### src/icache_geom_pkg.sv
package icache_geom_pkg;

  // address and instruction width
  localparam int xlen = 32;

  // 16 words per line, 8 lines
  localparam int line_words_log2 = 4;
  localparam int line_count_log2 = 3;
  localparam int line_count      = 1 << line_count_log2;

  // line_ram address is {line, word}
  localparam int cache_addr_w = line_count_log2 + line_words_log2;

  // everything above the word and byte offsets
  localparam int tag_w = xlen - line_words_log2 - 2;

  // one fetch address, read as lookup fields or as a bus word address
  typedef union packed {
    struct packed {
      logic [tag_w-1:0]           tag;
      logic [line_words_log2-1:0] word;
      logic [1:0]                 byte_off;
    } fields;
    struct packed {
      logic [xlen-3:0] word_adr;
      logic [1:0]      byte_off;
    } bus;
  } fetch_addr_u;

endpackage

### src/wb_bus_pkg.sv
package wb_bus_pkg;

  // word addressed master port, 32-bit data
  localparam int wb_adr_w = 30;
  localparam int wb_dat_w = 32;
  localparam int wb_sel_w = 4;

  // instruction reads always take the full word
  localparam logic [wb_sel_w-1:0] wb_sel_all = 4'b1111;

  // refill master sequencing
  localparam logic [1:0] refill_idle = 2'd0;
  localparam logic [1:0] refill_arb  = 2'd1;
  localparam logic [1:0] refill_read = 2'd2;
  localparam logic [1:0] refill_done = 2'd3;

endpackage

### src/fetch_request.sv
`timescale 1ns/100ps

module fetch_request (
  input  logic                                          clk_i,
  input  logic                                          reset_i,
  input  logic                                          advance_i,
  input  icache_geom_pkg::fetch_addr_u                  addr_i,
  input  logic                                          hit_i,
  input  logic [icache_geom_pkg::line_count_log2-1:0]   hit_line_i,
  input  logic                                          refill_done_i,
  input  logic                                          refill_err_i,
  output logic [icache_geom_pkg::tag_w-1:0]             lookup_tag_o,
  output logic                                          rd_en_o,
  output logic [icache_geom_pkg::cache_addr_w-1:0]      rd_addr_o,
  output logic                                          refill_start_o,
  output icache_geom_pkg::fetch_addr_u                  miss_addr_o,
  output logic                                          busy_o,
  output logic                                          error_o
);

  logic aligned;
  logic accept;

  assign aligned = (addr_i.fields.byte_off == 2'b00);
  assign accept  = advance_i & ~busy_o & aligned; // a strobe during refill is dropped

  assign lookup_tag_o = addr_i.fields.tag;
  assign rd_addr_o    = {hit_line_i, addr_i.fields.word};
  assign rd_en_o      = accept & hit_i;

  always_ff @(posedge clk_i) begin
    if (reset_i) begin
      busy_o         <= 1'b0;
      error_o        <= 1'b0;
      refill_start_o <= 1'b0;
    end else begin
      refill_start_o <= 1'b0;
      error_o        <= refill_err_i; // bus error ends the miss with a pulse
      if (busy_o) begin
        if (refill_done_i | refill_err_i)
          busy_o <= 1'b0;
      end else if (advance_i) begin
        if (!aligned) begin
          error_o <= 1'b1;
        end else if (!hit_i) begin
          busy_o         <= 1'b1;
          refill_start_o <= 1'b1;
        end
      end
    end
  end

  // held for the whole refill
  always_ff @(posedge clk_i) begin
    if (accept && !hit_i)
      miss_addr_o <= addr_i;
  end

endmodule

### src/tag_directory.sv
`timescale 1ns/100ps

module tag_directory (
  input  logic                                        clk_i,
  input  logic                                        reset_i,
  input  logic [icache_geom_pkg::tag_w-1:0]           lookup_tag_i,
  output logic                                        hit_o,
  output logic [icache_geom_pkg::line_count_log2-1:0] hit_line_o,
  output logic [icache_geom_pkg::line_count_log2-1:0] victim_line_o,
  input  logic [icache_geom_pkg::tag_w-1:0]           miss_tag_i,
  input  logic                                        fill_i
);

  logic [icache_geom_pkg::tag_w-1:0]           tags [icache_geom_pkg::line_count];
  logic [icache_geom_pkg::line_count-1:0]      valid;
  logic [icache_geom_pkg::line_count_log2-1:0] rr_ptr;

  // fully associative match, all lines at once
  always_comb begin
    hit_o      = 1'b0;
    hit_line_o = '0;
    for (int i = 0; i < icache_geom_pkg::line_count; i++) begin
      if (valid[i] && (tags[i] == lookup_tag_i)) begin
        hit_o      = 1'b1;
        hit_line_o = i[icache_geom_pkg::line_count_log2-1:0];
      end
    end
  end

  assign victim_line_o = rr_ptr;

  always_ff @(posedge clk_i) begin
    if (reset_i) begin
      valid  <= '0;
      rr_ptr <= '0;
    end else if (fill_i) begin
      valid[rr_ptr] <= 1'b1;
      rr_ptr        <= rr_ptr + 1'b1; // oldest fill is replaced next
    end
  end

  // tag store
  always_ff @(posedge clk_i) begin
    if (fill_i)
      tags[rr_ptr] <= miss_tag_i;
  end

endmodule

### src/line_ram.sv
`timescale 1ns/100ps

module line_ram (
  input  logic                                     clk_i,
  input  logic                                     wr_en_i,
  input  logic [icache_geom_pkg::cache_addr_w-1:0] wr_addr_i,
  input  logic [icache_geom_pkg::xlen-1:0]         wr_data_i,
  input  logic                                     rd_en_i,
  input  logic [icache_geom_pkg::cache_addr_w-1:0] rd_addr_i,
  output logic [icache_geom_pkg::xlen-1:0]         rd_data_o
);

  logic [icache_geom_pkg::xlen-1:0] mem [1 << icache_geom_pkg::cache_addr_w];

  always_ff @(posedge clk_i) begin
    if (wr_en_i)
      mem[wr_addr_i] <= wr_data_i;
    // output holds between accepted lookups
    if (rd_en_i)
      rd_data_o <= mem[rd_addr_i];
  end

endmodule

### src/line_refill.sv
`timescale 1ns/100ps

module line_refill (
  input  logic                                        clk_i,
  input  logic                                        reset_i,
  input  logic                                        start_i,
  input  icache_geom_pkg::fetch_addr_u                miss_addr_i,
  input  logic [icache_geom_pkg::line_count_log2-1:0] victim_line_i,
  input  logic                                        ctrl_grant_i,
  input  logic                                        ack_i,
  input  logic                                        err_i,
  input  logic [wb_bus_pkg::wb_dat_w-1:0]             dat_i,
  output logic                                        ctrl_req_o,
  output logic [wb_bus_pkg::wb_adr_w-1:0]             adr_o,
  output logic                                        cyc_o,
  output logic                                        stb_o,
  output logic [wb_bus_pkg::wb_sel_w-1:0]             sel_o,
  output logic                                        wr_en_o,
  output logic [icache_geom_pkg::cache_addr_w-1:0]    wr_addr_o,
  output logic [icache_geom_pkg::xlen-1:0]            wr_data_o,
  output logic                                        done_o,
  output logic                                        err_o
);

  logic [1:0]                                 state;
  logic [icache_geom_pkg::line_words_log2:0]  word_cnt; // msb set once the line is complete
  logic [icache_geom_pkg::line_words_log2:0]  word_cnt_nxt;
  logic [icache_geom_pkg::line_words_log2-1:0] word;

  assign word_cnt_nxt = word_cnt + 1'b1;
  assign word         = word_cnt[icache_geom_pkg::line_words_log2-1:0];

  // line base from the missed address, word offset from the counter
  assign adr_o = {miss_addr_i.bus.word_adr[wb_bus_pkg::wb_adr_w-1:icache_geom_pkg::line_words_log2],
                  word};
  assign sel_o = wb_bus_pkg::wb_sel_all;
  assign cyc_o = stb_o;

  assign wr_en_o   = stb_o & ack_i;
  assign wr_addr_o = {victim_line_i, word};
  assign wr_data_o = dat_i;

  assign done_o = (state == wb_bus_pkg::refill_done);

  always_ff @(posedge clk_i) begin
    if (reset_i) begin
      state      <= wb_bus_pkg::refill_idle;
      word_cnt   <= '0;
      ctrl_req_o <= 1'b0;
      stb_o      <= 1'b0;
      err_o      <= 1'b0;
    end else begin
      err_o <= 1'b0;
      case (state)
        wb_bus_pkg::refill_arb: begin
          if (ctrl_grant_i) begin
            state <= wb_bus_pkg::refill_read;
            stb_o <= 1'b1;
          end
        end
        wb_bus_pkg::refill_read: begin
          if (ack_i) begin
            word_cnt <= word_cnt_nxt;
            if (word_cnt_nxt[icache_geom_pkg::line_words_log2]) begin
              state      <= wb_bus_pkg::refill_done;
              stb_o      <= 1'b0;
              ctrl_req_o <= 1'b0;
            end
          end else if (err_i) begin
            // abandon the line, it stays invalid
            state      <= wb_bus_pkg::refill_idle;
            stb_o      <= 1'b0;
            ctrl_req_o <= 1'b0;
            err_o      <= 1'b1;
          end
        end
        wb_bus_pkg::refill_done: begin
          state <= wb_bus_pkg::refill_idle;
        end
        default: begin
          if (start_i) begin
            state      <= wb_bus_pkg::refill_arb;
            word_cnt   <= '0;
            ctrl_req_o <= 1'b1; // held until the line is finished
          end
        end
      endcase
    end
  end

endmodule

### src/icache_top.sv
`timescale 1ns/100ps

module icache_top (
  input  logic                                clk_i,
  input  logic                                reset_i,
  input  logic                                advance_i,
  input  logic [icache_geom_pkg::xlen-1:0]    addr_i,
  output logic                                busy_o,
  output logic [icache_geom_pkg::xlen-1:0]    instruction_o,
  output logic                                error_o,
  output logic                                ctrl_req_o,
  input  logic                                ctrl_grant_i,
  output logic [wb_bus_pkg::wb_adr_w-1:0]     adr_o,
  output logic                                cyc_o,
  output logic                                stb_o,
  output logic [wb_bus_pkg::wb_sel_w-1:0]     sel_o,
  input  logic [wb_bus_pkg::wb_dat_w-1:0]     dat_i,
  input  logic                                ack_i,
  input  logic                                err_i
);

  logic [icache_geom_pkg::tag_w-1:0]           lookup_tag;
  logic                                        hit;
  logic [icache_geom_pkg::line_count_log2-1:0] hit_line;
  logic [icache_geom_pkg::line_count_log2-1:0] victim_line;
  logic                                        rd_en;
  logic [icache_geom_pkg::cache_addr_w-1:0]    rd_addr;
  logic                                        refill_start;
  icache_geom_pkg::fetch_addr_u                miss_addr;
  logic                                        refill_done;
  logic                                        refill_err;
  logic                                        wr_en;
  logic [icache_geom_pkg::cache_addr_w-1:0]    wr_addr;
  logic [icache_geom_pkg::xlen-1:0]            wr_data;

  fetch_request u_fetch_request (
    .clk_i(clk_i), .reset_i(reset_i), .advance_i(advance_i), .addr_i(addr_i),
    .hit_i(hit), .hit_line_i(hit_line),
    .refill_done_i(refill_done), .refill_err_i(refill_err),
    .lookup_tag_o(lookup_tag), .rd_en_o(rd_en), .rd_addr_o(rd_addr),
    .refill_start_o(refill_start), .miss_addr_o(miss_addr),
    .busy_o(busy_o), .error_o(error_o)
  );

  tag_directory u_tag_directory (
    .clk_i(clk_i), .reset_i(reset_i), .lookup_tag_i(lookup_tag),
    .hit_o(hit), .hit_line_o(hit_line), .victim_line_o(victim_line),
    .miss_tag_i(miss_addr.fields.tag), .fill_i(refill_done)
  );

  line_ram u_line_ram (
    .clk_i(clk_i), .wr_en_i(wr_en), .wr_addr_i(wr_addr), .wr_data_i(wr_data),
    .rd_en_i(rd_en), .rd_addr_i(rd_addr), .rd_data_o(instruction_o)
  );

  line_refill u_line_refill (
    .clk_i(clk_i), .reset_i(reset_i), .start_i(refill_start),
    .miss_addr_i(miss_addr), .victim_line_i(victim_line),
    .ctrl_grant_i(ctrl_grant_i), .ack_i(ack_i), .err_i(err_i), .dat_i(dat_i),
    .ctrl_req_o(ctrl_req_o), .adr_o(adr_o), .cyc_o(cyc_o), .stb_o(stb_o), .sel_o(sel_o),
    .wr_en_o(wr_en), .wr_addr_o(wr_addr), .wr_data_o(wr_data),
    .done_o(refill_done), .err_o(refill_err)
  );

endmodule

### config.mk
export PLATFORM = sky130hd
export DESIGN_NAME = icache_top
export DESIGN_NICKNAME = d
export VERILOG_FILES = /design/src/icache_geom_pkg.sv /design/src/wb_bus_pkg.sv /design/src/fetch_request.sv /design/src/tag_directory.sv /design/src/line_ram.sv /design/src/line_refill.sv /design/src/icache_top.sv
export SDC_FILE = /design/constraint.sdc
export NUM_CORES = 2
export LEC_CHECK = 0
export ABC_AREA = 1
export BUFFER_PORTS_ARGS = -buffer_cell sky130_fd_sc_hd__buf_2
export CORE_ASPECT_RATIO = 2
export CORE_MARGIN = 2
export CORE_UTILIZATION = 40
export DETAILED_ROUTE_END_ITERATION = 8
export HOLD_SLACK_MARGIN = 0.1
export PLACE_DENSITY = 0.54
export SLEW_MARGIN = 5
export SYNTH_ARGS = -nofsm -noshare
export SYNTH_HDL_FRONTEND = slang
export SYNTH_HIERARCHICAL = 1
export SYNTH_MEMORY_MAX_BITS = 65536
export SYNTH_SLANG_ARGS = --single-unit
### constraint.sdc
create_clock -name clk_i -period 10.4 [get_ports clk_i]
set_clock_uncertainty 0.05 [all_clocks]
set_input_delay 1.04 -clock clk_i [delete_from_list [all_inputs] [get_ports clk_i]]
set_output_delay 1.04 -clock clk_i [all_outputs]
set_load 0.02 [all_outputs]
==> flow_results.org <==
** Worst setup path
- Worst R2R Start :: u_tag_directory/tags[3][11]$_DFFE_PP_
- Capturing point of the worst reg2reg path :: u_line_ram/rd_data_o[31]$_DFFE_PP_
- The worst setup path is captured at a register.
- Start point of the critical path :: u_tag_directory/tags[3][11]$_DFFE_PP_
- Top fanout value on the critical path :: 53
- STA classifies the critical path startpoint as a register.
- Among the stages of the critical path, the cell type that occurs most often is nand2_1.
- The critical path runs through a total of 17 cells.
- WS Path Type :: register to register
- Worst path slowest cell :: buf_4
- STA puts the critical path data arrival time at 6.46 ns.
- Longest individual stage delay on the worst path :: 0.86 ns
- Required time at the worst-slack endpoint :: 11.22 ns
- Register-to-register setup slack :: 4.76 ns
- Worst-path cell chain :: nand2_1, nand4_1, nor2_1, nand3_1, nor2_1, nand2_1, nand2_1, nand2_1, nand2_1, nand2_1, nand2_4, buf_4, buf_4, nand3_1, nand3_1, nand3_1, nand2_1
- Top cell family by delay on the critical path :: simple AND/OR/NAND/NOR gates
- Measured in cells, the most critical reg-to-reg path has a length of 17.
- In this run the worst setup path terminates at u_line_ram/rd_data_o[31]$_DFFE_PP_.
- Together, buffers and inverters on the worst path number 2.

** GRT
- The first global-routing pass estimated 843 mm of wire.
- Pin count of the biggest net entering global routing :: 196
- For this run, global-route usage on met1 was measured as 29.9%.
- Met2 Use GR :: 45.4%
- Global routing used 3.73% of the available met3 tracks.
- Across every metal layer, demand over resource in global routing totals 26.5%.
- Antenna violations before repair :: 41
- The global routing stage identified its most utilized layer as met2.
- The number of global-route vias before repair came to 109,253.
- The total overflow left after global routing is 0.

** STA
- Min Tclk post-route :: 5.64 ns
- In the finished design, the share of the clock period the worst path needs comes to 54.2%.
- The hold violation count in the final report came to 0.
- In the final timing run, aggregate negative setup slack is 0 ns.
- The final-report max-slew violation count was 0.
- Worst Tran Pin Value :: 1.33 ns
- The worst pin sits at a relative slew slack of 11.5%.
- Setup repair after global routing left no endpoint under its margin.
- Based on the critical path, the design can be clocked at up to 0.177 GHz.
- The tightest hold path in the finished design has a slack of 0.157 ns.
- Final Setup Violations :: 0

** Cells and area
- Summing all multi-input logic gate instances after layout gives 0.0405 sq mm.
- FILL cells :: 39,787
- Fraction of final layout cells with drive strength greater than 1 :: 8.04%
- Count of non-filler cells in the finished layout :: 20,564
- In the final design database the tool counted 14,402 nets.
- Layout overhead on the synthesized area :: 10.7%
- Sequential cell area :: 0.131 sq mm

** Clock tree
- Number of H-tree levels :: 5
- Hold-fix buffers at CTS :: 0
- Gates resized during post-CTS repair numbered 0.
- In this run the clock root is driven by a clkbuf_16.
- Clock-pin slew was measured on the worst setup and hold paths at 0.07 ns.
- The tree built by TritonCTS fans out to 4,386 sinks.
- Post-CTS timing repair inserted 0 buffers for setup.
- TritonCTS built the clock tree.
- TritonCTS created 392 clock buffers.
- Maximum count of clock buffers along a single path :: 4
- Source-to-sink clock delay at the later pin of the worst-skew pair :: 1.05 ns

** Detailed routing
- The final layout contains routed wiring with a total length of 607 mm.
- For this block, the initial DRC count from the detailed router was 12,800.
- Count of antenna-violating nets left after detailed routing :: 0
- The final route contains 115,461 vias.
- Drt via density :: 5.61
- After detailed routing, the number of remaining DRC violations is 0.
- Drt first pass iters :: 6
- Dividing the detail-routed wire length by the instance count gives 29.5 microns.

** Pwr
- Summed over all cells, the static leakage comes to 67.1 nW.
- Worst vdd ir :: 0.146 mV
- Power spread over the standard cell area amounts to 186 mW/mm^2.
- Power comes to 36.4 mW.

** Floorplanning
- Effective utilization at floorplan :: 40.2%
- The core region is 0.441 sq mm.
- In this run the horizontal extent of the chip is 474 microns.
- Die Y-Extent :: 945 microns
- Number of top-level design ports :: 141
- The floorplan step defined a die boundary enclosing 0.448 sq mm.
- The floorplan has 345 rows.

** Logic synthesis
- Counting every instance in the synthesized netlist gives 14,534.
- Summing every instance area after synthesis gives 0.177 sq mm.
- For this run, the number of Yosys warnings is 6.
- Each instance of the synthesized netlist takes up on average 12.2 sq um.

** Place
- Total of buffers placed on input and output ports :: 136
- Routability-driven placement finished with a final weighted congestion of 0.953.
- Sum of net half-perimeters after detailed placement :: 356 mm
- Including well taps, the total number of placed cells is 19,831.

** Job
- Max-cap violations in this run came to 0.

** Status
- Result of the run :: finished clean

** Worst hold path
- Worst hold path type :: primary input to register
how the worst min path moves through the flow:
stage,start,end,slack [ns],cells after the start
floorplan,u_tag_directory/valid[0]$_SDFFE_PP0P_,u_tag_directory/valid[0]$_SDFFE_PP0P_,0.38,2
global placement,u_line_refill/ctrl_req_o$_SDFFE_PP0P_,u_line_refill/ctrl_req_o$_SDFFE_PP0P_,0.41,2
detailed placement,u_tag_directory/valid[2]$_SDFFE_PP0P_,u_tag_directory/valid[2]$_SDFFE_PP0P_,0.41,2
CTS,ack_i,u_line_refill/err_o$_SDFF_PP0_,0.14,2
global route,ack_i,u_line_refill/err_o$_SDFF_PP0_,0.17,2
finish,ack_i,u_line_refill/err_o$_SDFF_PP0_,0.16,2
metrics by stage:
stage	area [sq um]	setup slack (ns)	util (%)
2_1_floorplan	177000	6.41	-
3_3_place_gp	183000	4.11	41.6
3_5_place_dp	183000	4.11	41.6
4_1_cts	196000	4.96	44.5
5_1_grt	196000	4.87	44.5
6_report	196000	4.76	44.5
power by group:
part,total (mW),internal [mW],switching (mW)
combinational,2.29,0.472,1.82
clock,14.6,8.02,6.63
sequential,19.5,19.5,0.0355
placed cells by master, fill, tap and decap left out, types with 13 or more instances in the layout:
| cell | count |
|---|---|
| nand2_1 | 4415 |
| edfxtp_1 | 4362 |
| nand3_1 | 4061 |
| clkbuf_16 | 402 |
| buf_4 | 297 |
| nor2_4 | 129 |
| nor2_1 | 113 |
| inv_1 | 112 |
| buf_2 | 100 |
| clkinv_1 | 89 |
| clkbuf_1 | 72 |
| clkinv_2 | 69 |
| xnor2_1 | 57 |
| bufinv_16 | 36 |
| o21ai_0 | 35 |
| buf_12 | 31 |
| dfxtp_1 | 24 |
| inv_2 | 24 |
| nor3_1 | 22 |
| o22ai_1 | 22 |
| diode_2 | 21 |
| clkinvlp_4 | 16 |
| nand4_1 | 15 |
| xor2_1 | 15 |
| nand2_2 | 13 |
metal layers:
layer | share of wire [%] | vias up
li1 | - | 51162
met1 | 35 | 58348
met2 | 50 | 4717
met3 | 6.3 | 1220
met4 | 9.2 | 14
met5 | 0.016 | -
registers in the layout, summed over array words and instances (netlist names), 2 cells and up:
| signal | count |
|---|---|
| u_line_ram/rd_data_o | 32 |
| u_tag_directory/victim_line_o | 3 |
| u_fetch_request/miss_addr_o | 26 |
| u_line_refill/word_cnt | 5 |
| u_tag_directory/tags | 208 |
| u_line_ram/mem | 4096 |
| u_line_refill/state | 2 |
| u_tag_directory/valid | 8 |
cell type report:
class | instances | share of cell area [%]
multi-input combinational | 8972 | 20.7
clock inverter | 234 | 1.12
clock buffer | 478 | 5.30
timing repair buffer | 433 | 1.74
sequential | 4386 | 67.1
tap | 5899 | 3.77
antenna | 21 | 0.0268
inverter | 141 | 0.297
Note: power is estimated with default switching activity, not from simulation.
